--- config.mk ---
export PLATFORM = sky130hd
export DESIGN_NAME = ssu_top
export DESIGN_NICKNAME = d
export VERILOG_FILES = /design/src/verilog/ssu_pkg.sv /design/src/verilog/update_cb.sv /design/src/verilog/update_arbiter.sv /design/src/verilog/funnel_queue.sv /design/src/verilog/mdp_resolver.sv /design/src/verilog/store_set_table.sv /design/src/verilog/ssu_top.sv
export SDC_FILE = /design/constraint.sdc
export NUM_CORES = 1
export LEC_CHECK = 0
export ABC_AREA = 1
export CORE_UTILIZATION = 60
export CTS_CLUSTER_DIAMETER = 150
export DETAILED_ROUTE_END_ITERATION = 6
export DONT_BUFFER_PORTS = 1
export PLACE_DENSITY_LB_ADDON = 0.15
export REMOVE_ABC_BUFFERS = 1
export SYNTH_ARGS = -nofsm -noshare
export SYNTH_HDL_FRONTEND = slang
export SYNTH_HIERARCHICAL = 1
export SYNTH_SLANG_ARGS = --single-unit
--- constraint.sdc ---
create_clock -name CLK -period 3.55 [get_ports CLK]
set_input_delay 0.5325 -clock CLK [delete_from_list [all_inputs] [get_ports CLK]]
set_output_delay 0.5325 -clock CLK [all_outputs]
set_load 0.005 [all_outputs]
--- src/verilog/ssu_pkg.sv ---
// shared types and filter functions for the store set updater; imported by every design module
`default_nettype none

package ssu_pkg;

    localparam int SSID_WIDTH      = 6;
    localparam int ROB_INDEX_WIDTH = 7;

    typedef logic [SSID_WIDTH-1:0]      ssid_t;
    typedef logic [ROB_INDEX_WIDTH-1:0] rob_index_t;

    // anything above CONF_NONE counts as a live prediction
    typedef enum logic [1:0] {
        CONF_NONE = 2'b00,
        CONF_LOW  = 2'b01,
        CONF_MID  = 2'b10,
        CONF_HIGH = 2'b11
    } conf_e;

    typedef struct packed {
        conf_e conf;
        ssid_t ssid;
    } mdp_info_t;

    // one instruction's predictor state, also the ROB update record
    typedef struct packed {
        mdp_info_t  mdp;
        rob_index_t rob_index;
    } rob_ref_t;

    typedef struct packed {
        rob_ref_t ld;
        rob_ref_t st;
    } cam_report_t;

    // slot a is the load side, slot b the store side
    typedef struct packed {
        logic     is_cam;
        logic     a_valid;
        rob_ref_t a;
        logic     b_valid;
        rob_ref_t b;
    } funnel_entry_t;

    typedef enum logic {
        STEP_A = 1'b0,
        STEP_B = 1'b1
    } resolve_step_e;

    function automatic logic has_prediction(input mdp_info_t info);
        return info.conf != CONF_NONE;
    endfunction

    // both already in the same set at full confidence
    function automatic logic is_full_match(input mdp_info_t ld, input mdp_info_t st);
        return (ld.conf == CONF_HIGH) && (st.conf == CONF_HIGH) && (ld.ssid == st.ssid);
    endfunction

    // high drops to low, everything else falls off
    function automatic conf_e decay_conf(input conf_e conf);
        return (conf == CONF_HIGH) ? CONF_LOW : CONF_NONE;
    endfunction

endpackage

`default_nettype wire

--- src/verilog/update_cb.sv ---
// overwrite-oldest circular buffer holding reports from one source until the arbiter takes them
`timescale 1ns/1ps
`default_nettype none

module update_cb #(
    parameter int  ENTRIES = 2,
    parameter type ENTRY_T = logic [7:0]
) (
    input  logic   CLK,
    input  logic   nRST,

    input  logic   enq_valid,
    input  ENTRY_T enq_data,

    output logic   deq_valid,
    output ENTRY_T deq_data,
    input  logic   deq_ack
);

    localparam int PTR_W = (ENTRIES > 1) ? $clog2(ENTRIES) : 1;
    localparam int CNT_W = $clog2(ENTRIES + 1);

    ENTRY_T             mem [ENTRIES];
    logic [PTR_W-1:0]   rd_ptr;
    logic [PTR_W-1:0]   wr_ptr;
    logic [CNT_W-1:0]   count;
    logic [CNT_W-1:0]   count_next;
    logic               full;
    logic               drop;

    function automatic logic [PTR_W-1:0] ptr_inc(input logic [PTR_W-1:0] ptr);
        return (ptr == PTR_W'(ENTRIES - 1)) ? '0 : ptr + 1'b1;
    endfunction

    assign full      = (count == CNT_W'(ENTRIES));
    assign deq_valid = (count != '0);
    assign deq_data  = mem[rd_ptr];

    // enqueue into a full buffer pushes the oldest entry out
    assign drop = enq_valid && full && !deq_ack;

    always_comb begin
        unique case ({enq_valid && !drop, deq_ack})
            2'b10:   count_next = count + 1'b1;
            2'b01:   count_next = count - 1'b1;
            default: count_next = count;
        endcase
    end

    always_ff @(posedge CLK or negedge nRST) begin
        if (!nRST) begin
            rd_ptr <= '0;
            wr_ptr <= '0;
            count  <= '0;
        end else begin
            if (enq_valid)
                wr_ptr <= ptr_inc(wr_ptr);
            if (deq_ack || drop)
                rd_ptr <= ptr_inc(rd_ptr);
            count <= count_next;
        end
    end

    always_ff @(posedge CLK) begin
        if (enq_valid)
            mem[wr_ptr] <= enq_data;
    end

    // the arbiter only acknowledges a head it was offered
    assert property (@(posedge CLK) disable iff (!nRST) deq_ack |-> deq_valid)
        else $error("ack on empty update buffer");

endmodule

`default_nettype wire

--- src/verilog/update_arbiter.sv ---
// fixed-priority merge of the buffered report sources into single funnel entries
`timescale 1ns/1ps
`default_nettype none

module update_arbiter import ssu_pkg::*; (
    input  logic          ldu_cam_valid,
    input  cam_report_t   ldu_cam,
    output logic          ldu_cam_ack,

    input  logic          stamofu_cam_valid,
    input  cam_report_t   stamofu_cam,
    output logic          stamofu_cam_ack,

    input  logic          ldu_commit_valid,
    input  rob_ref_t      ldu_commit,
    input  logic          stamofu_commit_valid,
    input  rob_ref_t      stamofu_commit,
    output logic          commit_ack,

    output logic          enq_valid,
    output funnel_entry_t enq_entry,
    input  logic          enq_ready
);

    function automatic funnel_entry_t cam_entry(input cam_report_t rpt);
        return '{is_cam: 1'b1, a_valid: 1'b1, a: rpt.ld, b_valid: 1'b1, b: rpt.st};
    endfunction

    always_comb begin
        ldu_cam_ack     = 1'b0;
        stamofu_cam_ack = 1'b0;
        commit_ack      = 1'b0;
        enq_valid       = 1'b0;
        enq_entry       = '0;

        if (enq_ready) begin
            if (ldu_cam_valid) begin
                ldu_cam_ack = 1'b1;
                enq_valid   = 1'b1;
                enq_entry   = cam_entry(ldu_cam);
            end else if (stamofu_cam_valid) begin
                stamofu_cam_ack = 1'b1;
                enq_valid       = 1'b1;
                enq_entry       = cam_entry(stamofu_cam);
            end else if (ldu_commit_valid || stamofu_commit_valid) begin
                // both commit heads ride in one entry
                commit_ack = 1'b1;
                enq_valid  = 1'b1;
                enq_entry  = '{is_cam: 1'b0,
                               a_valid: ldu_commit_valid, a: ldu_commit,
                               b_valid: stamofu_commit_valid, b: stamofu_commit};
            end
        end
    end

    always_comb begin
        assert ($onehot0({ldu_cam_ack, stamofu_cam_ack, commit_ack}))
            else $error("more than one source acknowledged");
    end

endmodule

`default_nettype wire

--- src/verilog/funnel_queue.sv ---
// FIFO of merged funnel entries between the arbiter and the resolver; never overwrites
`timescale 1ns/1ps
`default_nettype none

module funnel_queue import ssu_pkg::*; #(
    parameter int ENTRIES = 2
) (
    input  logic          CLK,
    input  logic          nRST,

    input  logic          enq_valid,
    input  funnel_entry_t enq_entry,
    output logic          enq_ready,

    output logic          deq_valid,
    output funnel_entry_t deq_entry,
    input  logic          deq_pop
);

    localparam int PTR_W = (ENTRIES > 1) ? $clog2(ENTRIES) : 1;
    localparam int CNT_W = $clog2(ENTRIES + 1);

    funnel_entry_t      mem [ENTRIES];
    logic [PTR_W-1:0]   rd_ptr;
    logic [PTR_W-1:0]   wr_ptr;
    logic [CNT_W-1:0]   count;
    logic [CNT_W-1:0]   count_next;
    logic               push;
    logic               pop;

    function automatic logic [PTR_W-1:0] ptr_inc(input logic [PTR_W-1:0] ptr);
        return (ptr == PTR_W'(ENTRIES - 1)) ? '0 : ptr + 1'b1;
    endfunction

    assign push      = enq_valid && enq_ready;
    assign pop       = deq_pop && deq_valid;
    assign deq_valid = (count != '0);
    assign deq_entry = mem[rd_ptr];

    always_comb begin
        unique case ({push, pop})
            2'b10:   count_next = count + 1'b1;
            2'b01:   count_next = count - 1'b1;
            default: count_next = count;
        endcase
    end

    // ready comes straight off a flop, looked ahead one cycle
    always_ff @(posedge CLK or negedge nRST) begin
        if (!nRST) begin
            rd_ptr    <= '0;
            wr_ptr    <= '0;
            count     <= '0;
            enq_ready <= 1'b1;
        end else begin
            if (push)
                wr_ptr <= ptr_inc(wr_ptr);
            if (pop)
                rd_ptr <= ptr_inc(rd_ptr);
            count     <= count_next;
            enq_ready <= (count_next < CNT_W'(ENTRIES));
        end
    end

    always_ff @(posedge CLK) begin
        if (push)
            mem[wr_ptr] <= enq_entry;
    end

    assert property (@(posedge CLK) disable iff (!nRST) enq_valid |-> count < CNT_W'(ENTRIES))
        else $error("enqueue into full funnel");

endmodule

`default_nettype wire

--- src/verilog/mdp_resolver.sv ---
// two-step FSM turning funnel entries into ROB predictor updates and store set table requests
`timescale 1ns/1ps
`default_nettype none

module mdp_resolver import ssu_pkg::*; (
    input  logic          CLK,
    input  logic          nRST,

    input  logic          deq_valid,
    input  funnel_entry_t deq_entry,
    output logic          deq_pop,

    output logic          rob_update_valid,
    output rob_ref_t      rob_update,
    input  logic          rob_update_ready,

    output logic          alloc,
    input  ssid_t         new_ssid,
    output logic          touch_valid,
    output ssid_t         touch_ssid
);

    resolve_step_e step;
    resolve_step_e step_next;
    logic          send_a;
    logic          last_side;
    logic          xfer;
    logic          a_pred;
    logic          b_pred;
    logic          cam_done;
    ssid_t         chosen_ssid;
    rob_ref_t      side;

    assign a_pred = has_prediction(deq_entry.a.mdp);
    assign b_pred = has_prediction(deq_entry.b.mdp);

    // existing sets win, store side preferred when both exist
    assign chosen_ssid = b_pred ? deq_entry.b.mdp.ssid :
                         a_pred ? deq_entry.a.mdp.ssid : new_ssid;

    // ------------------------------------------------------------------------
    // side select and update payload

    // commit entries may have slot a empty, skip straight to b
    assign send_a    = (step == STEP_A) && deq_entry.a_valid;
    assign last_side = !send_a || !deq_entry.b_valid;
    assign side      = send_a ? deq_entry.a : deq_entry.b;

    assign rob_update_valid = deq_valid;
    assign xfer             = deq_valid && rob_update_ready;

    always_comb begin
        rob_update.rob_index = side.rob_index;
        if (deq_entry.is_cam) begin
            rob_update.mdp.conf = CONF_HIGH;
            rob_update.mdp.ssid = chosen_ssid;
        end else begin
            rob_update.mdp.conf = decay_conf(side.mdp.conf);
            rob_update.mdp.ssid = side.mdp.ssid;
        end
    end

    // ------------------------------------------------------------------------
    // step control and table requests

    assign deq_pop = xfer && last_side;

    always_comb begin
        step_next = step;
        if (xfer)
            step_next = last_side ? STEP_A : STEP_B;
    end

    always_ff @(posedge CLK or negedge nRST) begin
        if (!nRST)
            step <= STEP_A;
        else
            step <= step_next;
    end

    // table only moves once the whole CAM entry is out
    assign cam_done    = deq_pop && deq_entry.is_cam;
    assign touch_valid = cam_done && (a_pred || b_pred);
    assign alloc       = cam_done && !(a_pred || b_pred);
    assign touch_ssid  = chosen_ssid;

    // stalled update must not change under the ROB
    assert property (@(posedge CLK) disable iff (!nRST)
        rob_update_valid && !rob_update_ready |=> rob_update_valid && $stable(rob_update))
        else $error("ROB update changed while stalled");

endmodule

`default_nettype wire

--- src/verilog/store_set_table.sv ---
// allocation pointer handing fresh store set IDs to the resolver
`timescale 1ns/1ps
`default_nettype none

module store_set_table import ssu_pkg::*; (
    input  logic  CLK,
    input  logic  nRST,

    input  logic  alloc,
    output ssid_t new_ssid,

    input  logic  touch_valid,
    input  ssid_t touch_ssid
);

    ssid_t alloc_ptr;

    assign new_ssid = alloc_ptr;

    // step past a set that was just used so it is not handed out again
    always_ff @(posedge CLK or negedge nRST) begin
        if (!nRST)
            alloc_ptr <= '0;
        else if (alloc || (touch_valid && touch_ssid == alloc_ptr))
            alloc_ptr <= alloc_ptr + 1'b1;
    end

    assert property (@(posedge CLK) disable iff (!nRST) !(alloc && touch_valid))
        else $error("alloc and touch in the same cycle");

endmodule

`default_nettype wire

--- src/verilog/ssu_top.sv ---
// store set updater top level; filters incoming reports and wires buffers, arbiter, funnel and resolver
`timescale 1ns/1ps
`default_nettype none

module ssu_top import ssu_pkg::*; #(
    parameter int INPUT_ENTRIES  = 2,
    parameter int FUNNEL_ENTRIES = 2
) (
    input  logic        CLK,
    input  logic        nRST,

    input  logic        ldu_cam_valid,
    input  cam_report_t ldu_cam,
    input  logic        stamofu_cam_valid,
    input  cam_report_t stamofu_cam,
    input  logic        ldu_commit_valid,
    input  rob_ref_t    ldu_commit,
    input  logic        stamofu_commit_valid,
    input  rob_ref_t    stamofu_commit,

    output logic        rob_update_valid,
    output rob_ref_t    rob_update,
    input  logic        rob_update_ready
);

    logic          ldu_cam_enq;
    logic          stamofu_cam_enq;
    logic          ldu_commit_enq;
    logic          stamofu_commit_enq;

    logic          ldu_cam_buf_valid;
    cam_report_t   ldu_cam_buf;
    logic          ldu_cam_ack;
    logic          stamofu_cam_buf_valid;
    cam_report_t   stamofu_cam_buf;
    logic          stamofu_cam_ack;
    logic          ldu_commit_buf_valid;
    rob_ref_t      ldu_commit_buf;
    logic          stamofu_commit_buf_valid;
    rob_ref_t      stamofu_commit_buf;
    logic          commit_ack;

    logic          funnel_enq_valid;
    funnel_entry_t funnel_enq_entry;
    logic          funnel_enq_ready;
    logic          funnel_deq_valid;
    funnel_entry_t funnel_deq_entry;
    logic          funnel_deq_pop;

    logic          alloc;
    ssid_t         new_ssid;
    logic          touch_valid;
    ssid_t         touch_ssid;

    // ------------------------------------------------------------------------
    // input filters, drop reports that would change nothing

    assign ldu_cam_enq        = ldu_cam_valid && !is_full_match(ldu_cam.ld.mdp, ldu_cam.st.mdp);
    assign stamofu_cam_enq    = stamofu_cam_valid &&
                                !is_full_match(stamofu_cam.ld.mdp, stamofu_cam.st.mdp);
    assign ldu_commit_enq     = ldu_commit_valid && has_prediction(ldu_commit.mdp);
    assign stamofu_commit_enq = stamofu_commit_valid && has_prediction(stamofu_commit.mdp);

    // ------------------------------------------------------------------------
    // per-source buffers

    update_cb #(.ENTRIES(INPUT_ENTRIES), .ENTRY_T(cam_report_t)) ldu_cam_cb_i (
        .CLK(CLK), .nRST(nRST),
        .enq_valid(ldu_cam_enq), .enq_data(ldu_cam),
        .deq_valid(ldu_cam_buf_valid), .deq_data(ldu_cam_buf),
        .deq_ack(ldu_cam_ack)
    );

    update_cb #(.ENTRIES(INPUT_ENTRIES), .ENTRY_T(cam_report_t)) stamofu_cam_cb_i (
        .CLK(CLK), .nRST(nRST),
        .enq_valid(stamofu_cam_enq), .enq_data(stamofu_cam),
        .deq_valid(stamofu_cam_buf_valid), .deq_data(stamofu_cam_buf),
        .deq_ack(stamofu_cam_ack)
    );

    // shared commit ack only pops a buffer that had something
    update_cb #(.ENTRIES(INPUT_ENTRIES), .ENTRY_T(rob_ref_t)) ldu_commit_cb_i (
        .CLK(CLK), .nRST(nRST),
        .enq_valid(ldu_commit_enq), .enq_data(ldu_commit),
        .deq_valid(ldu_commit_buf_valid), .deq_data(ldu_commit_buf),
        .deq_ack(commit_ack && ldu_commit_buf_valid)
    );

    update_cb #(.ENTRIES(INPUT_ENTRIES), .ENTRY_T(rob_ref_t)) stamofu_commit_cb_i (
        .CLK(CLK), .nRST(nRST),
        .enq_valid(stamofu_commit_enq), .enq_data(stamofu_commit),
        .deq_valid(stamofu_commit_buf_valid), .deq_data(stamofu_commit_buf),
        .deq_ack(commit_ack && stamofu_commit_buf_valid)
    );

    // ------------------------------------------------------------------------
    // merge, funnel and resolve

    update_arbiter arbiter_i (
        .ldu_cam_valid(ldu_cam_buf_valid), .ldu_cam(ldu_cam_buf), .ldu_cam_ack(ldu_cam_ack),
        .stamofu_cam_valid(stamofu_cam_buf_valid), .stamofu_cam(stamofu_cam_buf),
        .stamofu_cam_ack(stamofu_cam_ack),
        .ldu_commit_valid(ldu_commit_buf_valid), .ldu_commit(ldu_commit_buf),
        .stamofu_commit_valid(stamofu_commit_buf_valid), .stamofu_commit(stamofu_commit_buf),
        .commit_ack(commit_ack),
        .enq_valid(funnel_enq_valid), .enq_entry(funnel_enq_entry),
        .enq_ready(funnel_enq_ready)
    );

    funnel_queue #(.ENTRIES(FUNNEL_ENTRIES)) funnel_i (
        .CLK(CLK), .nRST(nRST),
        .enq_valid(funnel_enq_valid), .enq_entry(funnel_enq_entry),
        .enq_ready(funnel_enq_ready),
        .deq_valid(funnel_deq_valid), .deq_entry(funnel_deq_entry),
        .deq_pop(funnel_deq_pop)
    );

    mdp_resolver resolver_i (
        .CLK(CLK), .nRST(nRST),
        .deq_valid(funnel_deq_valid), .deq_entry(funnel_deq_entry), .deq_pop(funnel_deq_pop),
        .rob_update_valid(rob_update_valid), .rob_update(rob_update),
        .rob_update_ready(rob_update_ready),
        .alloc(alloc), .new_ssid(new_ssid),
        .touch_valid(touch_valid), .touch_ssid(touch_ssid)
    );

    store_set_table sst_i (
        .CLK(CLK), .nRST(nRST),
        .alloc(alloc), .new_ssid(new_ssid),
        .touch_valid(touch_valid), .touch_ssid(touch_ssid)
    );

endmodule

`default_nettype wire

Yosys cells after proc, flatten, opt, wreduce, memory -nomap -nowiden
Memory sizes are Yosys's and may differ from the RTL's.
Cells that the tools add are included.
Operators by class
  shifts and indexed selects: 0
  reductions and logical operators: 65
  divide/modulo/power cells: 0
  bitwise operators: 1
  magnitude comparators: 1
  $add $sub $neg: 21
  eq/ne operators: 22
  $mul: 0
  multiplexer cells: 47
Operators by type and width (count)
  $mux W33: 3
  $mux W1: 34
  $mux W32: 1
  $logic_and A1 B1 Y1: 31
  $eq A2 B2 Y1 const B: 14
  $reduce_bool A2 Y1: 13
  $pmux W2 S2: 5
  $eq A6 B6 Y1: 3
  $mux W15: 1
  $logic_not A1 Y1: 13
  $mux W6: 2
  $add A1 B1 Y1 const B: 10
  $add A2 B1 Y2 const B: 5
  $eq A2 B1 Y1 const B: 5
  $sub A2 B1 Y2 const B: 5
  $logic_or A1 B1 Y1: 8
  $mux W8: 1
  $add A6 B1 Y6 const B: 1
  $lt A2 B2 Y1 const B: 1
  $not A1 Y1: 1
Word-level totals
  input bits: 97
  word-level logic and storage cells: 180
  latch bits: 0
  bits in writable memories: 246
  memories: 5
  bits in read-only memories: 0
  bits in registers: 28
  output and inout bits: 16
Memory list
  funnel_i.mem: depth 2, bits a word 33, rd ports 1, clocked after memory_dff 0, write ports 1, RTL line funnel_queue.sv:23  | funnel_entry_t mem [ENTRIES];
  ldu_cam_cb_i.mem: depth 2, bits a word 30, rd ports 1, clocked after memory_dff 0, write ports 1, RTL line update_cb.sv:23  | ENTRY_T mem [ENTRIES];
  stamofu_cam_cb_i.mem: depth 2, bits a word 30, rd ports 1, clocked after memory_dff 0, write ports 1, RTL line update_cb.sv:23
  ldu_commit_cb_i.mem: depth 2, bits a word 15, rd ports 1, clocked after memory_dff 0, write ports 1, RTL line update_cb.sv:23
  stamofu_commit_cb_i.mem: depth 2, bits a word 15, rd ports 1, clocked after memory_dff 0, write ports 1, RTL line update_cb.sv:23

Longest topological paths before layout
Gate-level depths: netlist of run 1.
  depth after elaboration: 13
  gate-level depth with buffers: 19
  gate-level depth less buffers: 17

By module
The synthesis of run 1 kept the hierarchy.
Modules (own cells, without submodules)
  update_cb (ldu_cam_cb_i ...): cells an instance 188, sequential area each 1901.8 um^2, times used 2, area an instance 2388.5 um^2
  funnel_queue: cells an instance 200, sequential area each 2108.3 um^2, times used 1, area an instance 2707.6 um^2
  update_cb (ldu_commit_cb_i ...): cells an instance 110, sequential area each 1001.0 um^2, times used 2, area an instance 1320.0 um^2
  update_arbiter: cells an instance 219, sequential area each 0.0 um^2, times used 1, area an instance 1166.1 um^2
  mdp_resolver: cells an instance 112, sequential area each 25.0 um^2, times used 1, area an instance 573.0 um^2
  store_set_table: cells an instance 87, sequential area each 150.1 um^2, times used 1, area an instance 535.5 um^2
  ssu_top: cells an instance 82, sequential area each 0.0 um^2, times used 1, area an instance 337.8 um^2

Worst setup path before layout of run 1
OpenSTA, ideal clock, no wires.
  path kind: register -> register
  start: register ldu_cam_cb_i.count[0]
  end: memory funnel_i/mem[0][0] in the netlist's numbering (enable)
  path buffers: 2
  path slack: 678 ps
  required time: 3127 ps
  setup time: 423 ps
  arrival: 2448 ps
  stages on the path, launching flop included: 9
  clock period less this slack: 2872 ps
  cell sequence: dfrtp_1 inv_1 nand2_1 buf_6 nor2_8 buf_6 a31oi_1 nand2_1 nor2_1
Between the ends
  cells in the longest elaborated chain, start to end: 6
Ends and longest elaborated chain
  start, declared: RTL line update_cb.sv:26  | logic [CNT_W-1:0] count;
  start signal, assigned: RTL line update_cb.sv:60  | count <= count_next;
  $reduce_bool A2 Y1: RTL line update_cb.sv:36  | assign deq_valid = (count != '0);
  net ldu_cam_buf_valid: RTL line ssu_top.sv:31  | logic ldu_cam_buf_valid;
  $mux W1: RTL line update_arbiter.sv:37  | if (ldu_cam_valid) begin
  $mux W1: RTL line update_arbiter.sv:36  | if (enq_ready) begin
  net funnel_enq_valid: RTL line ssu_top.sv:43  | logic funnel_enq_valid;
  $logic_and A1 B1 Y1: RTL line funnel_queue.sv:35  | assign push = enq_valid && enq_ready;
  $mux W1: RTL line funnel_queue.sv:66  | if (push)
  $mux W1 (not written as such): RTL line funnel_queue.sv:67  | mem[wr_ptr] <= enq_entry;
  end, declared: RTL line funnel_queue.sv:23
The timed path passes the listed nets, and every way through them passes these cells.

==> results.sh, run 1 <==
export IMPL_yosysWarningCount=6
export IMPL_pwr_share_seq=0.388
export IMPL_min_path_type="input port to flip-flop"
export IMPL_routedWlPerCell_um=16.9
export IMPL_report_final_setup_viol=0
export IMPL_tritoncts="yes"
export IMPL_htree_levels=1
export IMPL_clock_sinks=274
export IMPL_ir_worst_vdd_v=0.000544
export IMPL_first_pass_iters=5
export IMPL_rows=52
export IMPL_fin_cells=1582
export IMPL_cp_cell_sequence="buf_4, inv_8, nand2_2, nand2_1, inv_1, o211ai_1, nand2_1"
export IMPL_synth_top_cell_by_area="edfxtp_1"
export IMPL_power_switching_w=0.00513
export IMPL_drive_gt1_frac=0.115
export IMPL_max_cap_violations=0
export IMPL_max_freq_ghz=0.364
export IMPL_synth_most_common_cell="nand2_1"
export IMPL_initial_utilization=0.621
export IMPL_p_int_w=0.00785
export IMPL_grt_max_degree=62
export IMPL_postSynthAreaPerCell_um2=9.83
export IMPL_worst_slack_ns=0.804
export IMPL_worstSetupPathType="flip-flop to output port"
export IMPL_critPathMostFrequentCell="nand2_1"
export IMPL_synthTopCellsByCount="nand2_1 (671), edfxtp_1 (246), inv_1 (74)"
export IMPL_clk_path_buf_depth=3
export IMPL_finalCritPeriodShare=0.774
export IMPL_coreArea_um2=20500
export IMPL_first_iter_violations=816
export IMPL_crit_path_end_kind="output port"
export IMPL_relSlewSlack=0.578
export IMPL_post_place_ws_ns=1.20
export IMPL_syn_inst=1296
export IMPL_p_leak_nw=6.15
export IMPL_cp_slowest_cell="dfrtp_1"
export IMPL_arrival_ns=2.21
export IMPL_num_antenna_cells=0
export IMPL_post_cts_buffers=0
export IMPL_swShare=0.395
export IMPL_crit_fanout=34
export IMPL_die_w_um=148
export IMPL_vias=8394
export IMPL_syn_to_final_growth_pct=8.29
export IMPL_antenna_found_initial=0
export IMPL_status="finished clean"
export IMPL_netlist_area_um2=12700
export IMPL_grt_pass1_vias=7757
export IMPL_vias_per_cell=5.31
export IMPL_comb_power_share=0.374
export IMPL_power_total_w=0.0130
export IMPL_ys_seq_area_frac=0.635
export IMPL_crit_family="buffers and inverters"
export IMPL_die_area_um2=21800
export IMPL_grt_pass1_wl_um=41600
export IMPL_clk_pin_slew_ns=0.06
export IMPL_worst_pin_slew_ns=0.633
export IMPL_ys_ff_latch=274
export IMPL_power_share_clock=0.237
export IMPL_io_pin_count=113
export IMPL_finalHoldViolations=0
export IMPL_numCtsBuffers=28
export IMPL_rsz0062_at_grt="false"
export IMPL_power_density_nw_per_um2=941
export IMPL_dp_cells=1528
export IMPL_slowest_delay_ns=0.37
export IMPL_drcViolationCount=0
export IMPL_gp_congestion=0.911
export IMPL_synth_top_flop_cell="edfxtp_1"
export IMPL_synth_cell_types=38
export IMPL_dpl_hpwl_um=18500
export IMPL_fin_crit_ns=2.75
export IMPL_die_h_um=148
export IMPL_totalWireLength_um=26700
export IMPL_cp_start_kind="flip-flop"
export IMPL_clk_latency_ns=0.54
export IMPL_synth_edf_count=246
export IMPL_cts_root_buf="clkbuf_16"
export IMPL_critPathBufInv=3
export IMPL_synthTopCellsByArea="edfxtp_1 (58%), nand2_1 (20%), dfrtp_1 (5.3%)"
export IMPL_synth_top_area_share=0.580
export IMPL_port_buffers=0
export IMPL_finalClockSkew_ns=0.0111
export IMPL_async_flop_share=0.102
export IMPL_nets=1389
export IMPL_overflow=0
export IMPL_final_max_slew_violation_count=0
export IMPL_final_antenna_net_count=0
export IMPL_grt_usage=0.251
export IMPL_crit_required_ns=3.02
metal layers:
layer	part of all wire	global-route usage	vias to the layer above
met5	0	0	-
met4	0.028	0.0856	0
met3	0.082	0.0448	42
met2	0.45	0.379	284
li1	-	-	4184
met1	0.44	0.371	3884
layout by cell type, fill, tap and decap left out, types with 4 or more instances in the layout:
cell type / synthesis / layout
a21oi_1: 4 / 4
and2_1: 6 / 6
clkinvlp_4: 0 / 5
nor2_1: 19 / 15
clkbuf_16: 0 / 29
buf_4: 15 / 16
clkinv_2: 0 / 5
nand3_1: 55 / 55
edfxtp_1: 246 / 246
nor2_2: 2 / 6
nand2_2: 27 / 27
nand3_2: 23 / 23
bufinv_16: 0 / 5
inv_1: 74 / 74
o211ai_1: 4 / 4
inv_2: 18 / 18
xor2_1: 10 / 10
nand2_1: 671 / 671
clkbuf_1: 1 / 5
dfrtp_1: 27 / 27
nand4_1: 31 / 31
flip-flops by register name, summed over array words and instances (netlist names), 2 cells and up, named ones only:
signal and cells:
stamofu_commit_cb_i/count 2, ldu_commit_cb_i/mem 30, stamofu_commit_cb_i/mem 30, sst_i/new_ssid 6
ldu_cam_cb_i/count 2, ldu_commit_cb_i/count 2, stamofu_cam_cb_i/count 2, funnel_i/mem 66
ldu_cam_cb_i/mem 60, stamofu_cam_cb_i/mem 60
cells by family after synthesis:
logic type / count (synthesis) / share of synthesized area
xor gates and xnor gates: 13 / 0.00894
and+or+nand+nor: 840 / 0.281
adders and majority gates: 2 / 0.00196
AOI/OAI and AO/OA: 16 / 0.0101
DFF: 274 / 0.635
buffers and inverters: 151 / 0.0630
worst register-to-register path: stages, from the launching register on:
cell,delay (ns)
dfrtp_1,0.34
buf_4,0.25
inv_8,0.14
nand2_1,0.10
nand2_1,0.12
nor2_4,0.24
inv_2,0.10
nand2_1,0.08
and2_1,0.17
inv_1,0.05
nand2_1,0.07
nand2_1,0.06
clkinv_1,0.04
nand2_1,0.04
nor2_1,0.08
nand2_1,0.14
nand3_1,0.11
nand2_1,0.05
what timing repair did:
action / in CTS / in global routing
hold buffers: 2 / 0
endpoints found under the hold margin: 28 / 0
gates resized for setup: 0 / 0
setup endpoints to repair: 0 / 0
path summary, 6_finish.rpt:
check,slack (ns),startpoint,to,cells after the start
min in group asynchronous,0.46,nRST,sst_i/new_ssid[1],2
hold / removal,0.08,ldu_commit[12],ldu_commit_cb_i/mem[0][12],0
setup / recovery,0.80,funnel_i/rd_ptr,rob_update[7],7
setup reg to reg,1.25,funnel_i/rd_ptr,sst_i/new_ssid[0],17
hold reg to reg,0.49,stamofu_commit_cb_i/wr_ptr,stamofu_commit_cb_i/wr_ptr,1
max in group asynchronous,2.85,nRST,funnel_i/enq_ready,2
area by class of cell:
type / instances / area (µm²)
clock inverters: 18 / 234
flip-flops and latches: 274 / 8090
fillers: 1583 / 6700
inverters: 97 / 382
well taps: 270 / 338
repair buffers: 18 / 150
multi-input cells: 871 / 3860
clock buffers: 34 / 744
stage by stage:
stage                     hold slack, ns  setup TNS (ns)   util  area [µm²]
after floorplan                    0.237           -9.78      -       12300
after global routing              0.0623               0  0.673       13800
after detailed placement           0.239               0  0.624       12800
after global placement             0.239               0  0.624       12800
after CTS                         0.0620               0  0.673       13800
final                             0.0816               0  0.673       13800
power by group through the flow:
stage / combinational, W / clock [W] / sequential, W
after floorplan: 0.00327 / 0 / 0.00518
after global placement: 0.00477 / 0 / 0.00509
after detailed placement: 0.00485 / 0 / 0.00510
after CTS: 0.00487 / 0.00312 / 0.00504
after global routing: 0.00546 / 0.00324 / 0.00513
final: 0.00486 / 0.00308 / 0.00504
(Power assumes the default switching activity.)
==> run 2, diff against run 1 <==
- CORE_UTILIZATION: 60 -> 58
- clock period: 3.55 -> 2.26 ns (I/O delays scaled with it)
==> results.sh, run 2 (synthesized netlist as in run 1, its figures left out) <==
export IMPL_status="finished clean"
export IMPL_whs_ns=0.154
export IMPL_swShare=0.396
export IMPL_reg2regPathDepth=10
export IMPL_port_buffers=0
export IMPL_clk_pin_slew_ns=0.06
export IMPL_layout_commonest_cell="nand2_1"
export IMPL_worst_slack_ns=0.0498
export IMPL_io_pin_count=113
export IMPL_antenna_found_initial=1
export IMPL_clk_path_buf_depth=3
export IMPL_tritoncts="yes"
export IMPL_final_antenna_net_count=0
export IMPL_p_int_w=0.0129
export IMPL_grt_pass1_wl_um=44800
export IMPL_hold_end="stamofu_commit_cb_i/wr_ptr"
export IMPL_top_regs="funnel_i/mem (66), ldu_cam_cb_i/mem (60), stamofu_cam_cb_i/mem (60)"
export IMPL_layout_common_cells="nand2_1 (646), edfxtp_1 (246), dlygate4sd3_1 (92), inv_1 (73), nand3_1 (52)"
export IMPL_finalHoldViolations=0
export IMPL_grt_max_degree=65
export IMPL_coreArea_um2=21300
export IMPL_vias_per_cell=5.28
export IMPL_finalClockSkew_ns=0.0205
export IMPL_gp_congestion=0.880
export IMPL_die_area_um2=22600
export IMPL_die_w_um=150
export IMPL_final_max_slew_violation_count=0
export IMPL_first_pass_iters=5
export IMPL_dpl_hpwl_um=19100
export IMPL_relSlewSlack=0.596
export IMPL_largest_register="funnel_i/mem"
export IMPL_whs_path_depth=2
export IMPL_arrival_ns=1.87
export IMPL_clock_sinks=274
export IMPL_die_h_um=150
export IMPL_syn_to_final_growth_pct=18.1
export IMPL_fin_crit_ns=2.21
export IMPL_htree_levels=1
export IMPL_rows=53
export IMPL_post_place_ws_ns=0.197
export IMPL_crit_fanout=13
export IMPL_vias=8937
export IMPL_rrSetupSlack_ns=0.20
export IMPL_routedWlPerCell_um=17.1
export IMPL_pwr_share_seq=0.369
export IMPL_crit_required_ns=1.92
export IMPL_r2r_start="ldu_cam_cb_i/count[1]"
export IMPL_cts_root_buf="clkbuf_16"
export IMPL_largest_reg_flops=66
export IMPL_drcViolationCount=0
export IMPL_crit_path_end_kind="output port"
export IMPL_grt_pass1_vias=8671
export IMPL_clk_latency_ns=0.55
export IMPL_totalWireLength_um=28900
export IMPL_p_leak_nw=6.67
export IMPL_cp_start_kind="flip-flop"
export IMPL_ir_worst_vdd_v=0.000747
export IMPL_fin_setup_tns_ns=0
export IMPL_worst_pin_slew_ns=0.606
export IMPL_nets=1495
export IMPL_comb_power_share=0.406
export IMPL_worstSetupPathType="flip-flop to output port"
export IMPL_power_switching_w=0.00843
export IMPL_fin_util=0.707
export IMPL_min_from="stamofu_commit[13]"
export IMPL_final_area_um2=15000
export IMPL_placed_area_um2=13000
export IMPL_first_iter_violations=621
export IMPL_min_path_type="input port to flip-flop"
export IMPL_report_final_setup_viol=0
export IMPL_max_freq_ghz=0.452
export IMPL_max_cap_violations=0
export IMPL_drive_gt1_frac=0.137
export IMPL_finalCritPeriodShare=0.978
export IMPL_initial_utilization=0.598
export IMPL_grt_usage=0.264
export IMPL_power_density_nw_per_um2=1420
export IMPL_power_share_clock=0.225
export IMPL_numCtsBuffers=28
export IMPL_overflow=0
export IMPL_rsz0062_at_grt="true"
-- run 2: cell count changes in the layout (fill, tap and decap cells not counted), moves of 3 or more --
cell / before / now
clkinvlp_4: 5 / 1
nand2_1: 671 / 646
dlygate4sd3_1: 1 / 92
buf_6: 0 / 4
nand2_4: 0 / 3
nand3_1: 55 / 52
clkbuf_8: 0 / 4
nand3_2: 23 / 26
nand2_2: 27 / 49
buf_12: 1 / 9
-- run 2: stage by stage --
stage | std cells | total power [W]
6_report | 1694 | 0.0213
5_1_grt | 1694 | 0.0226
4_1_cts | 1690 | 0.0210
3_5_place_dp | 1545 | 0.0160
3_3_place_gp | 1545 | 0.0158
2_1_floorplan | 1242 | 0.0133
-- run 2: metal layers --
metal,part of all wire,wire length [µm],track usage,vias up
met5,0,0,0,-
met1,0.42,12200,0.360,4148
met3,0.074,2140,0.0452,57
met4,0.029,828,0.0813,0
li1,-,-,-,4403
met2,0.48,13800,0.434,329
-- run 2: final cells by class --
type,instances,area [µm²]
Inverter,97,384
Fill cell,1562,6240
Antenna cell,1,2.50
Tap cell,275,344
Timing Repair Buffer,124,1300
Clock inverter,15,200
Clock buffer,37,774
Sequential cell,274,8090
Multi-Input combinational cell,871,3950
-- run 2: power by group through the flow --
stage	clock network, W	registers, W	logic (W)
floorplan	0	0.00814	0.00514
global placement	0	0.00791	0.00789
detailed placement	0	0.00795	0.00802
CTS	0.00483	0.00785	0.00829
global route	0.00502	0.00800	0.00959
finish	0.00479	0.00787	0.00864
-- run 2: repair_timing --
action                                  in CTS  in global routing
setup buffers                                0                  2
gates resized for setup                      9                 32
pin swaps                                    0                  5
endpoints found under the hold margin      209                  0
cloned                                       0                  1
hold buffers                                93                  0
endpoints found under the setup margin       8                 17
-- run 2: worst max path at each step --
stage | cells after the start | end | slack (ns) | startpoint
5_1_grt | 9 | rob_update[9] | -0.05 | funnel_i/rd_ptr
4_1_cts | 9 | rob_update[10] | 0.006 | funnel_i/rd_ptr
3_5_place_dp | 17 | sst_i/new_ssid[1] | 0.20 | funnel_i/rd_ptr
6_report | 8 | rob_update[8] | 0.05 | funnel_i/rd_ptr
3_3_place_gp | 17 | sst_i/new_ssid[4] | 0.27 | funnel_i/rd_ptr
2_1_floorplan | 6 | funnel_i/mem[0][0] | -1.44 | stamofu_cam_cb_i/count[0]
-- run 2: worst max-delay path, cell delays in order, from the launching register on --
cell     delay [ns]
dfrtp_1        0.40
buf_6          0.15
inv_8          0.08
buf_8          0.16
nand2_2        0.06
nand2_2        0.12
buf_6          0.16
nand3_1        0.09
nand2_2        0.10
